## config.mk

```make
export PLATFORM = sky130hd
export DESIGN_NAME = acpi_top
export DESIGN_NICKNAME = d
export VERILOG_FILES = /design/src/verilog/acpi_pkg.sv /design/src/verilog/apb_reg_pkg.sv /design/src/verilog/acpi_regs.sv /design/src/verilog/acpi_top.sv /design/src/verilog/green_interp.sv /design/src/verilog/window_fetch.sv
export SDC_FILE = /design/constraint.sdc
export NUM_CORES = 1
export LEC_CHECK = 0
export BUFFER_PORTS_ARGS = -buffer_cell sky130_fd_sc_hd__buf_2
export CORE_MARGIN = 2
export CORE_UTILIZATION = 47
export CTS_CLUSTER_DIAMETER = 40
export DETAILED_ROUTE_END_ITERATION = 16
export PLACE_DENSITY = 0.67
export SKIP_CTS_REPAIR_TIMING = 1
export SYNTH_ARGS = -nofsm -noshare
export SYNTH_HDL_FRONTEND = slang
export SYNTH_SLANG_ARGS = --single-unit
```

## constraint.sdc

```tcl
create_clock -name clk -period 22.5 [get_ports clk]
set_input_delay 4.5 -clock clk [delete_from_list [all_inputs] [get_ports clk]]
set_output_delay 4.5 -clock clk [all_outputs]
set_load 0.005 [all_outputs]
```

## src/verilog/acpi_pkg.sv

```systemverilog
package acpi_pkg;

	// One Bayer sample
	typedef logic [7:0] pixel_t;

	// Default frame size, overridden from the top level
	localparam int DEF_IMG_W = 128;
	localparam int DEF_IMG_H = 128;

	localparam int ADDR_W = 14;   // Pixel address width

	typedef enum logic [1:0] {
		IDLE,
		READ,
		EMIT
	} fetch_state_e;

	// Cross window taps, listed in the order they are read
	typedef enum logic [3:0] {
		CENTER,
		L1,
		L2,
		R1,
		R2,
		U1,
		U2,
		D1,
		D2
	} tap_e;

endpackage

```

## src/verilog/apb_reg_pkg.sv

```systemverilog
package apb_reg_pkg;

	localparam int APB_AW = 4;

	// Register offsets
	typedef enum logic [APB_AW-1:0] {
		CTRL   = 4'h0,   // Bit 0 starts a frame
		STATUS = 4'h4
	} reg_addr_e;

	// STATUS bit positions
	localparam int ST_BUSY = 0;
	localparam int ST_DONE = 1;

endpackage

```

## src/verilog/acpi_regs.sv

```systemverilog
`timescale 1ns/1ps

module acpi_regs (
	input  logic                           clk,
	input  logic                           rst,
	input  logic [apb_reg_pkg::APB_AW-1:0] paddr,
	input  logic                           psel,
	input  logic                           penable,
	input  logic                           pwrite,
	input  logic [31:0]                    pwdata,
	input  logic                           frame_done,
	output logic [31:0]                    prdata,
	output logic                           pready,
	output logic                           pslverr,
	output logic                           start
);

	logic access;     // APB access phase
	logic addr_ok;
	logic wr_ctrl;
	logic busy;
	logic done;

	assign access  = psel & penable;
	assign addr_ok = (paddr == apb_reg_pkg::CTRL) || (paddr == apb_reg_pkg::STATUS);
	assign wr_ctrl = access & pwrite & (paddr == apb_reg_pkg::CTRL);

	// No wait states
	assign pready  = 1'b1;
	assign pslverr = access & ~addr_ok;

	// CTRL reads back as zero
	always_comb begin
		prdata = '0;
		if (paddr == apb_reg_pkg::STATUS) begin
			prdata[apb_reg_pkg::ST_BUSY] = busy;
			prdata[apb_reg_pkg::ST_DONE] = done;
		end
	end

	// Start pulse, only taken while the fetcher is idle
	always_ff @(posedge clk or posedge rst) begin
		if (rst) begin
			start <= 1'b0;
		end else begin
			start <= wr_ctrl & pwdata[0] & ~busy;
		end
	end

	always_ff @(posedge clk or posedge rst) begin
		if (rst) begin
			busy <= 1'b0;
			done <= 1'b0;
		end else if (start) begin
			busy <= 1'b1;
			done <= 1'b0;   // New frame clears the old result
		end else if (frame_done) begin
			busy <= 1'b0;
			done <= 1'b1;
		end
	end

endmodule

```

## src/verilog/acpi_top.sv

```systemverilog
`timescale 1ns/1ps

module acpi_top #(
	parameter int IMG_W = acpi_pkg::DEF_IMG_W,
	parameter int IMG_H = acpi_pkg::DEF_IMG_H
) (
	input  logic                           clk,
	input  logic                           rst,
	input  logic [apb_reg_pkg::APB_AW-1:0] paddr,
	input  logic                           psel,
	input  logic                           penable,
	input  logic                           pwrite,
	input  logic [31:0]                    pwdata,
	output logic [31:0]                    prdata,
	output logic                           pready,
	output logic                           pslverr,
	input  logic                           img_ready,
	input  acpi_pkg::pixel_t               img_data,
	output logic                           img_req,
	output logic [acpi_pkg::ADDR_W-1:0]    img_addr,
	output logic                           out_valid,
	output logic [acpi_pkg::ADDR_W-1:0]    out_addr,
	output acpi_pkg::pixel_t               out_data,
	output logic                           finish
);

	logic                        start;
	logic                        win_valid;
	logic [acpi_pkg::ADDR_W-1:0] win_row;
	logic [acpi_pkg::ADDR_W-1:0] win_col;
	acpi_pkg::pixel_t            win_c;
	acpi_pkg::pixel_t            win_l1;
	acpi_pkg::pixel_t            win_l2;
	acpi_pkg::pixel_t            win_r1;
	acpi_pkg::pixel_t            win_r2;
	acpi_pkg::pixel_t            win_u1;
	acpi_pkg::pixel_t            win_u2;
	acpi_pkg::pixel_t            win_d1;
	acpi_pkg::pixel_t            win_d2;

	// finish doubles as the frame end strobe into the register block
	acpi_regs i_regs (
		.clk        (clk),
		.rst        (rst),
		.paddr      (paddr),
		.psel       (psel),
		.penable    (penable),
		.pwrite     (pwrite),
		.pwdata     (pwdata),
		.frame_done (finish),
		.prdata     (prdata),
		.pready     (pready),
		.pslverr    (pslverr),
		.start      (start)
	);

	window_fetch #(
		.IMG_W (IMG_W),
		.IMG_H (IMG_H)
	) i_fetch (
		.clk        (clk),
		.rst        (rst),
		.start      (start),
		.img_ready  (img_ready),
		.img_data   (img_data),
		.img_req    (img_req),
		.img_addr   (img_addr),
		.win_valid  (win_valid),
		.win_row    (win_row),
		.win_col    (win_col),
		.win_c      (win_c),
		.win_l1     (win_l1),
		.win_l2     (win_l2),
		.win_r1     (win_r1),
		.win_r2     (win_r2),
		.win_u1     (win_u1),
		.win_u2     (win_u2),
		.win_d1     (win_d1),
		.win_d2     (win_d2),
		.frame_done (finish)
	);

	green_interp #(
		.IMG_W (IMG_W)
	) i_interp (
		.clk       (clk),
		.rst       (rst),
		.win_valid (win_valid),
		.win_row   (win_row),
		.win_col   (win_col),
		.win_c     (win_c),
		.win_l1    (win_l1),
		.win_l2    (win_l2),
		.win_r1    (win_r1),
		.win_r2    (win_r2),
		.win_u1    (win_u1),
		.win_u2    (win_u2),
		.win_d1    (win_d1),
		.win_d2    (win_d2),
		.out_valid (out_valid),
		.out_addr  (out_addr),
		.out_data  (out_data)
	);

endmodule

```

## src/verilog/green_interp.sv

```systemverilog
`timescale 1ns/1ps

module green_interp #(
	parameter int IMG_W = 128
) (
	input  logic                        clk,
	input  logic                        rst,
	input  logic                        win_valid,
	input  logic [acpi_pkg::ADDR_W-1:0] win_row,
	input  logic [acpi_pkg::ADDR_W-1:0] win_col,
	input  acpi_pkg::pixel_t            win_c,
	input  acpi_pkg::pixel_t            win_l1,
	input  acpi_pkg::pixel_t            win_l2,
	input  acpi_pkg::pixel_t            win_r1,
	input  acpi_pkg::pixel_t            win_r2,
	input  acpi_pkg::pixel_t            win_u1,
	input  acpi_pkg::pixel_t            win_u2,
	input  acpi_pkg::pixel_t            win_d1,
	input  acpi_pkg::pixel_t            win_d2,
	output logic                        out_valid,
	output logic [acpi_pkg::ADDR_W-1:0] out_addr,
	output acpi_pkg::pixel_t            out_data
);

	logic               green_site;
	logic [9:0]         grad_h;
	logic [9:0]         grad_v;
	logic signed [11:0] num_h;
	logic signed [11:0] num_v;
	logic signed [12:0] est;
	acpi_pkg::pixel_t   result;

	// |G1-G2| + |2C-C1-C2|
	function automatic logic [9:0] gradient(input acpi_pkg::pixel_t g1, g2, c, c1, c2);
		logic signed [10:0] dg;
		logic signed [10:0] dcc;
		logic signed [10:0] mag_g;
		logic signed [10:0] mag_c;
		dg    = $signed({3'b0, g1}) - $signed({3'b0, g2});
		dcc   = $signed({2'b0, c, 1'b0}) - $signed({3'b0, c1}) - $signed({3'b0, c2});
		mag_g = dg[10] ? -dg : dg;
		mag_c = dcc[10] ? -dcc : dcc;
		return mag_g[9:0] + mag_c[9:0];
	endfunction

	// 2(G1+G2) + 2C - C1 - C2, still to be divided
	function automatic logic signed [11:0] numerator(input acpi_pkg::pixel_t g1, g2, c, c1, c2);
		logic signed [11:0] gsum;
		gsum = $signed({3'b0, g1, 1'b0}) + $signed({3'b0, g2, 1'b0});
		return gsum + $signed({3'b0, c, 1'b0}) - $signed({4'b0, c1}) - $signed({4'b0, c2});
	endfunction

	assign green_site = ~(win_row[0] ^ win_col[0]);   // r+c even

	always_comb begin
		grad_h = gradient(win_l1, win_r1, win_c, win_l2, win_r2);
		grad_v = gradient(win_u1, win_d1, win_c, win_u2, win_d2);
		num_h  = numerator(win_l1, win_r1, win_c, win_l2, win_r2);
		num_v  = numerator(win_u1, win_d1, win_c, win_u2, win_d2);
		if (grad_h < grad_v) begin
			est = num_h >>> 2;
		end else if (grad_v < grad_h) begin
			est = num_v >>> 2;
		end else begin
			est = (num_h + num_v) >>> 3;   // Tie averages both directions
		end
		if (green_site) begin
			result = win_c;
		end else if (est < 0) begin
			result = 8'd0;
		end else if (est > 13'sd255) begin
			result = 8'd255;
		end else begin
			result = est[7:0];
		end
	end

	always_ff @(posedge clk or posedge rst) begin
		if (rst) begin
			out_valid <= 1'b0;
		end else begin
			out_valid <= win_valid;
		end
	end

	always_ff @(posedge clk) begin
		if (win_valid) begin
			out_addr <= acpi_pkg::ADDR_W'(win_row * IMG_W + win_col);
			out_data <= result;
		end
	end

endmodule

```

## src/verilog/window_fetch.sv

```systemverilog
`timescale 1ns/1ps

module window_fetch #(
	parameter int IMG_W = 128,
	parameter int IMG_H = 128
) (
	input  logic                        clk,
	input  logic                        rst,
	input  logic                        start,
	input  logic                        img_ready,
	input  acpi_pkg::pixel_t            img_data,
	output logic                        img_req,
	output logic [acpi_pkg::ADDR_W-1:0] img_addr,
	output logic                        win_valid,
	output logic [acpi_pkg::ADDR_W-1:0] win_row,
	output logic [acpi_pkg::ADDR_W-1:0] win_col,
	output acpi_pkg::pixel_t            win_c,
	output acpi_pkg::pixel_t            win_l1,
	output acpi_pkg::pixel_t            win_l2,
	output acpi_pkg::pixel_t            win_r1,
	output acpi_pkg::pixel_t            win_r2,
	output acpi_pkg::pixel_t            win_u1,
	output acpi_pkg::pixel_t            win_u2,
	output acpi_pkg::pixel_t            win_d1,
	output acpi_pkg::pixel_t            win_d2,
	output logic                        frame_done
);

	acpi_pkg::fetch_state_e      state;
	acpi_pkg::tap_e              tap;
	logic [acpi_pkg::ADDR_W-1:0] row;
	logic [acpi_pkg::ADDR_W-1:0] col;
	acpi_pkg::pixel_t            taps [9];   // Filled in tap_e order
	int                          dr;
	int                          dc;
	int                          tap_row;
	int                          tap_col;
	logic                        last_pix;

	// Reflect an index that falls outside 0..n-1 back into the image
	function automatic int mirror(input int idx, input int n);
		if (idx < 0) begin
			return -idx;
		end else if (idx >= n) begin
			return 2 * n - 2 - idx;
		end
		return idx;
	endfunction

	// Offset of the tap being read
	always_comb begin
		dr = 0;
		dc = 0;
		case (tap)
			acpi_pkg::L1: dc = -1;
			acpi_pkg::L2: dc = -2;
			acpi_pkg::R1: dc = 1;
			acpi_pkg::R2: dc = 2;
			acpi_pkg::U1: dr = -1;
			acpi_pkg::U2: dr = -2;
			acpi_pkg::D1: dr = 1;
			acpi_pkg::D2: dr = 2;
			default: ;   // Center
		endcase
		tap_row  = mirror(int'(row) + dr, IMG_H);
		tap_col  = mirror(int'(col) + dc, IMG_W);
		img_addr = acpi_pkg::ADDR_W'(tap_row * IMG_W + tap_col);
	end

	assign img_req   = (state == acpi_pkg::READ);
	assign win_valid = (state == acpi_pkg::EMIT);
	assign last_pix  = (row == acpi_pkg::ADDR_W'(IMG_H - 1)) &&
	                   (col == acpi_pkg::ADDR_W'(IMG_W - 1));

	always_ff @(posedge clk or posedge rst) begin
		if (rst) begin
			state      <= acpi_pkg::IDLE;
			tap        <= acpi_pkg::CENTER;
			row        <= '0;
			col        <= '0;
			frame_done <= 1'b0;
		end else begin
			frame_done <= 1'b0;
			case (state)
				acpi_pkg::IDLE: begin
					if (start) begin
						row   <= '0;
						col   <= '0;
						tap   <= acpi_pkg::CENTER;
						state <= acpi_pkg::READ;
					end
				end
				acpi_pkg::READ: begin
					if (img_ready) begin   // Hold the request through a stall
						if (tap == acpi_pkg::D2) begin
							state <= acpi_pkg::EMIT;
						end else begin
							tap <= acpi_pkg::tap_e'(tap + 4'd1);
						end
					end
				end
				acpi_pkg::EMIT: begin
					tap <= acpi_pkg::CENTER;
					if (last_pix) begin
						state      <= acpi_pkg::IDLE;
						frame_done <= 1'b1;
					end else begin
						state <= acpi_pkg::READ;
						if (col == acpi_pkg::ADDR_W'(IMG_W - 1)) begin
							col <= '0;
							row <= row + 1'b1;
						end else begin
							col <= col + 1'b1;
						end
					end
				end
				default: state <= acpi_pkg::IDLE;
			endcase
		end
	end

	// Nine accepted reads leave the center in slot 0
	always_ff @(posedge clk) begin
		if (img_req && img_ready) begin
			for (int i = 0; i < 8; i++) begin
				taps[i] <= taps[i+1];
			end
			taps[8] <= img_data;
		end
	end

	assign win_row = row;
	assign win_col = col;
	assign win_c   = taps[acpi_pkg::CENTER];
	assign win_l1  = taps[acpi_pkg::L1];
	assign win_l2  = taps[acpi_pkg::L2];
	assign win_r1  = taps[acpi_pkg::R1];
	assign win_r2  = taps[acpi_pkg::R2];
	assign win_u1  = taps[acpi_pkg::U1];
	assign win_u2  = taps[acpi_pkg::U2];
	assign win_d1  = taps[acpi_pkg::D1];
	assign win_d2  = taps[acpi_pkg::D2];

endmodule
```

==> summary.md <==
| Metric | Value |
|---|---|
| Run status | finished clean |
| Async SR Flop Fraction | 29.3% |
| Area grow syn2layout | 8.93% |
| Min-delay src | i_fetch.taps[0][30]$_DFFE_PP_ |
| Syn Inst Count | 1527 |
| I/O pin cnt | 123 |
| DRT iter0 DRCs | 544 |
| Largest net degree at the start of global routing | 77 |
| Maximum level of the CTS H-tree | 4 |
| Pre-CTS WS | around 11 ns |
| Reg-to-reg endpoint | i_interp.out_data[4]$_DFFE_PP_ |
| Final min period | 12.34 ns |
| Clock buffer depth | 2 |
| Setup TNS Final | 0 ns |
| Synth unique cells | 73 |
| CTS tree | yes |
| Final worst slack | 10.16 ns |
| Final cell count without fillers | 1999 |
| EDFF count, synth | 94 |
| Worst slew pin tran | 1.04 ns |
| Number of global-route vias before repair | around 11000 |
| Hold Path Stages | 0 |
| Remaining DRCs | 0 |
| Initial antenna violation count | 0 |
| Worst stage delay on the critical path | 0.63 ns |
| Worst Path Required | around 18 ns |
| Flops & latches, synth | 133 |
| Via count | 10700 |
| Skew final | 0.0168 ns |
| Starting density of the core | 47.4% |
| Slew headroom | 30.6% |
| RSZ-0062 raised after global routing | no |
| Root buf cell | clkbuf_16 |
| Setup crit end kind | primary output |
| Final wirelength | 30700 µm |
| Main flop type after synthesis | edfxtp_1 |
| Ranking of synthesized cells by area | edfxtp_1 20%, ha_1 17%, xnor2_1 7.7% |
| Final nets | 1879 |
| First-pass GRT wire length | 51700 µm |
| Drt pass-1 iters | 7 |
| Final period util | 54.9% |
| Vias per std cell | 5.36 |
| Cell depth of the worst flop-to-flop path | 31 |
| Ant. Diodes | 0 |
| CTS sink count | 133 |
| Synth area leader | edfxtp_1 |
| R2r startpoint | i_fetch.taps[0][0]$_DFFE_PP_ |
| Min-delay worst type | reg -> reg |
| Final hold vios | 0 |
| Worst R2R Setup Slack | ~14 ns |
| Layout cells sized above 1 | 8.08% |
| Crit-path max FO | 15 |
| Worst Setup Path Type | reg -> out |
| Die X | roughly 180 µm |
| Routability cong. | 0.861 |
| Clk Latency, worst-skew pair | approximately 0.45 ns |
| Avg WL per Cell | 15.3 µm |
| Slew Limit Fails | 0 |
| Die ar. | 31000 µm² |
| Fillers | 2685 |
| Die height | 176 µm |
| Core Box Area | 29400 µm² |
| Final setup vio count | 0 |
| Hold path endpoint | i_fetch.taps[0][22]$_DFFE_PP_ |
| Rows | 63 |
| Inst Count DP | 1967 |
| Synthesized area | 13900 µm² |
| # Max-Cap Violations | 0 |
| Num CTS Buffers | 17 |
| WL met3 | 924 µm |
| Met2 WL | 14000 µm |
| Ys Warns | 0 |
| Most common library cells after synthesis | 189 x ha_1, 187 x inv_1, 123 x xnor2_1, 122 x nor2_1, 107 x a21oi_1 |
| ANT nets after route | 0 |
| Critical Path AT | about 7.8 ns |
| Aggregate global-route resource usage | 20.7% |
| Multi-input logic area | 9270 µm² |
| Worst-path clk slew | 0.07 ns |
| Metal-1 WL | 15300 µm |
| Crit-path slowest cell | a2111oi_1 |
| Critical Path Source Type | register |
| IO Port Bufs | 60 |
| Synth Area per Inst | 9.13 µm² |
| Flip-flop and latch area | 3800 µm² |
| Post-synth top area share | 20.3% |
| Most common cell in the netlist | ha_1 |
| Congestion Overflow GR | 0 |
| Fmax | 0.0810 GHz |
| Top Metal Used | met4 |
| DP HPWL | 24400 µm |
| Seq/Total Area, Yosys | 27.3% |
-- worst max path at each step --
stage,start,endpoint,depth (start not counted)
finish,i_fetch.tap[0]$_DFFE_PP0P_,img_addr[13],30
global route,i_fetch.tap[0]$_DFFE_PP0P_,img_addr[13],30
CTS,i_fetch.tap[0]$_DFFE_PP0P_,img_addr[13],30
detailed placement,i_fetch.tap[0]$_DFFE_PP0P_,img_addr[13],30
global placement,i_fetch.tap[0]$_DFFE_PP0P_,img_addr[13],30
floorplan,i_fetch.tap[1]$_DFFE_PP0P_,img_addr[13],33
-- placed cells by master (no fill, tap or decap), drive strengths merged, types with 25 or more instances in the layout --
| cell | netlist | layout |
|---|---|---|
| a21o | 33 | 33 |
| a21oi | 108 | 108 |
| buf | 34 | 67 |
| conb | 2 | 31 |
| dfrtp | 39 | 39 |
| edfxtp | 94 | 94 |
| fa | 44 | 44 |
| ha | 189 | 189 |
| inv | 187 | 192 |
| nand2 | 70 | 70 |
| nor2 | 122 | 122 |
| nor3 | 34 | 34 |
| o21ai | 75 | 75 |
| o21bai | 25 | 25 |
| xnor2 | 123 | 123 |
| xor2 | 54 | 54 |
-- stage by stage --
| stage | hold slack [ns] | area (µm²) | util [%] |
|---|---|---|---|
| 6_report | 0.484 | 15200 | 51.6 |
| 4_1_cts | 0.490 | 15200 | 51.6 |
| 3_5_place_dp | 0.471 | 14600 | 49.7 |
| 2_1_floorplan | 0.440 | 14000 | - |
| 5_1_grt | 0.495 | 15200 | 51.6 |
| 3_3_place_gp | 0.465 | 14600 | 49.7 |
-- cell type report --
class	instances	share of cell area, %
Multi-Input combinational cell	1190	61.0
Sequential cell	133	25.0
Inverter	187	4.62
Tap cell	390	3.21
Clock buffer	17	2.80
Timing Repair Buffer	67	2.32
Clock inverter	15	0.964
-- cell families (layout without fill, tap and decap cells) --
group | after synthesis | count (layout) | share of synthesized area, %
buf+inv | 233 | 286 | 7.12
mux | 14 | 14 | 1.09
simple gates | 377 | 377 | 13.5
flops | 133 | 133 | 27.3
compound gates | 358 | 358 | 16.5
other cells | 2 | 31 | 0.0539
xor+xnor | 177 | 177 | 11.1
fa+ha+maj | 233 | 233 | 23.3
-- worst max-delay path, delay by kind of cell (launching register included) --
family | cells | cell delay (ns)
mux | 1 | 0.32
compound gates | 10 | 2.75
buf+inv | 5 | 0.81
flops | 1 | 0.44
fa+ha+maj | 4 | 1.26
simple gates | 6 | 1.14
xor+xnor | 4 | 0.66
-- routing by layer --
metal	vias to the layer above	global-route usage [%]
met1	5067	28.7
met2	191	34.2
met5	-	0
li1	5430	-
met4	0	5.34
met3	30	2.73
-- state kept, by name, indices dropped and copies added, names as in the netlist --
name and flops:
i_fetch.win_col 14, i_interp.out_data 8, i_fetch.win_row 14, i_fetch.frame_done 1, i_regs.busy 1, i_interp.out_addr 14
i_regs.start 1, i_fetch.state 2, i_interp.out_valid 1, i_fetch.taps 72, i_fetch.tap 4, i_regs.done 1
Power is left out: the tool's default activity adds up to more than one toggle a clock period on the data nets, which glitch-free logic cannot reach.
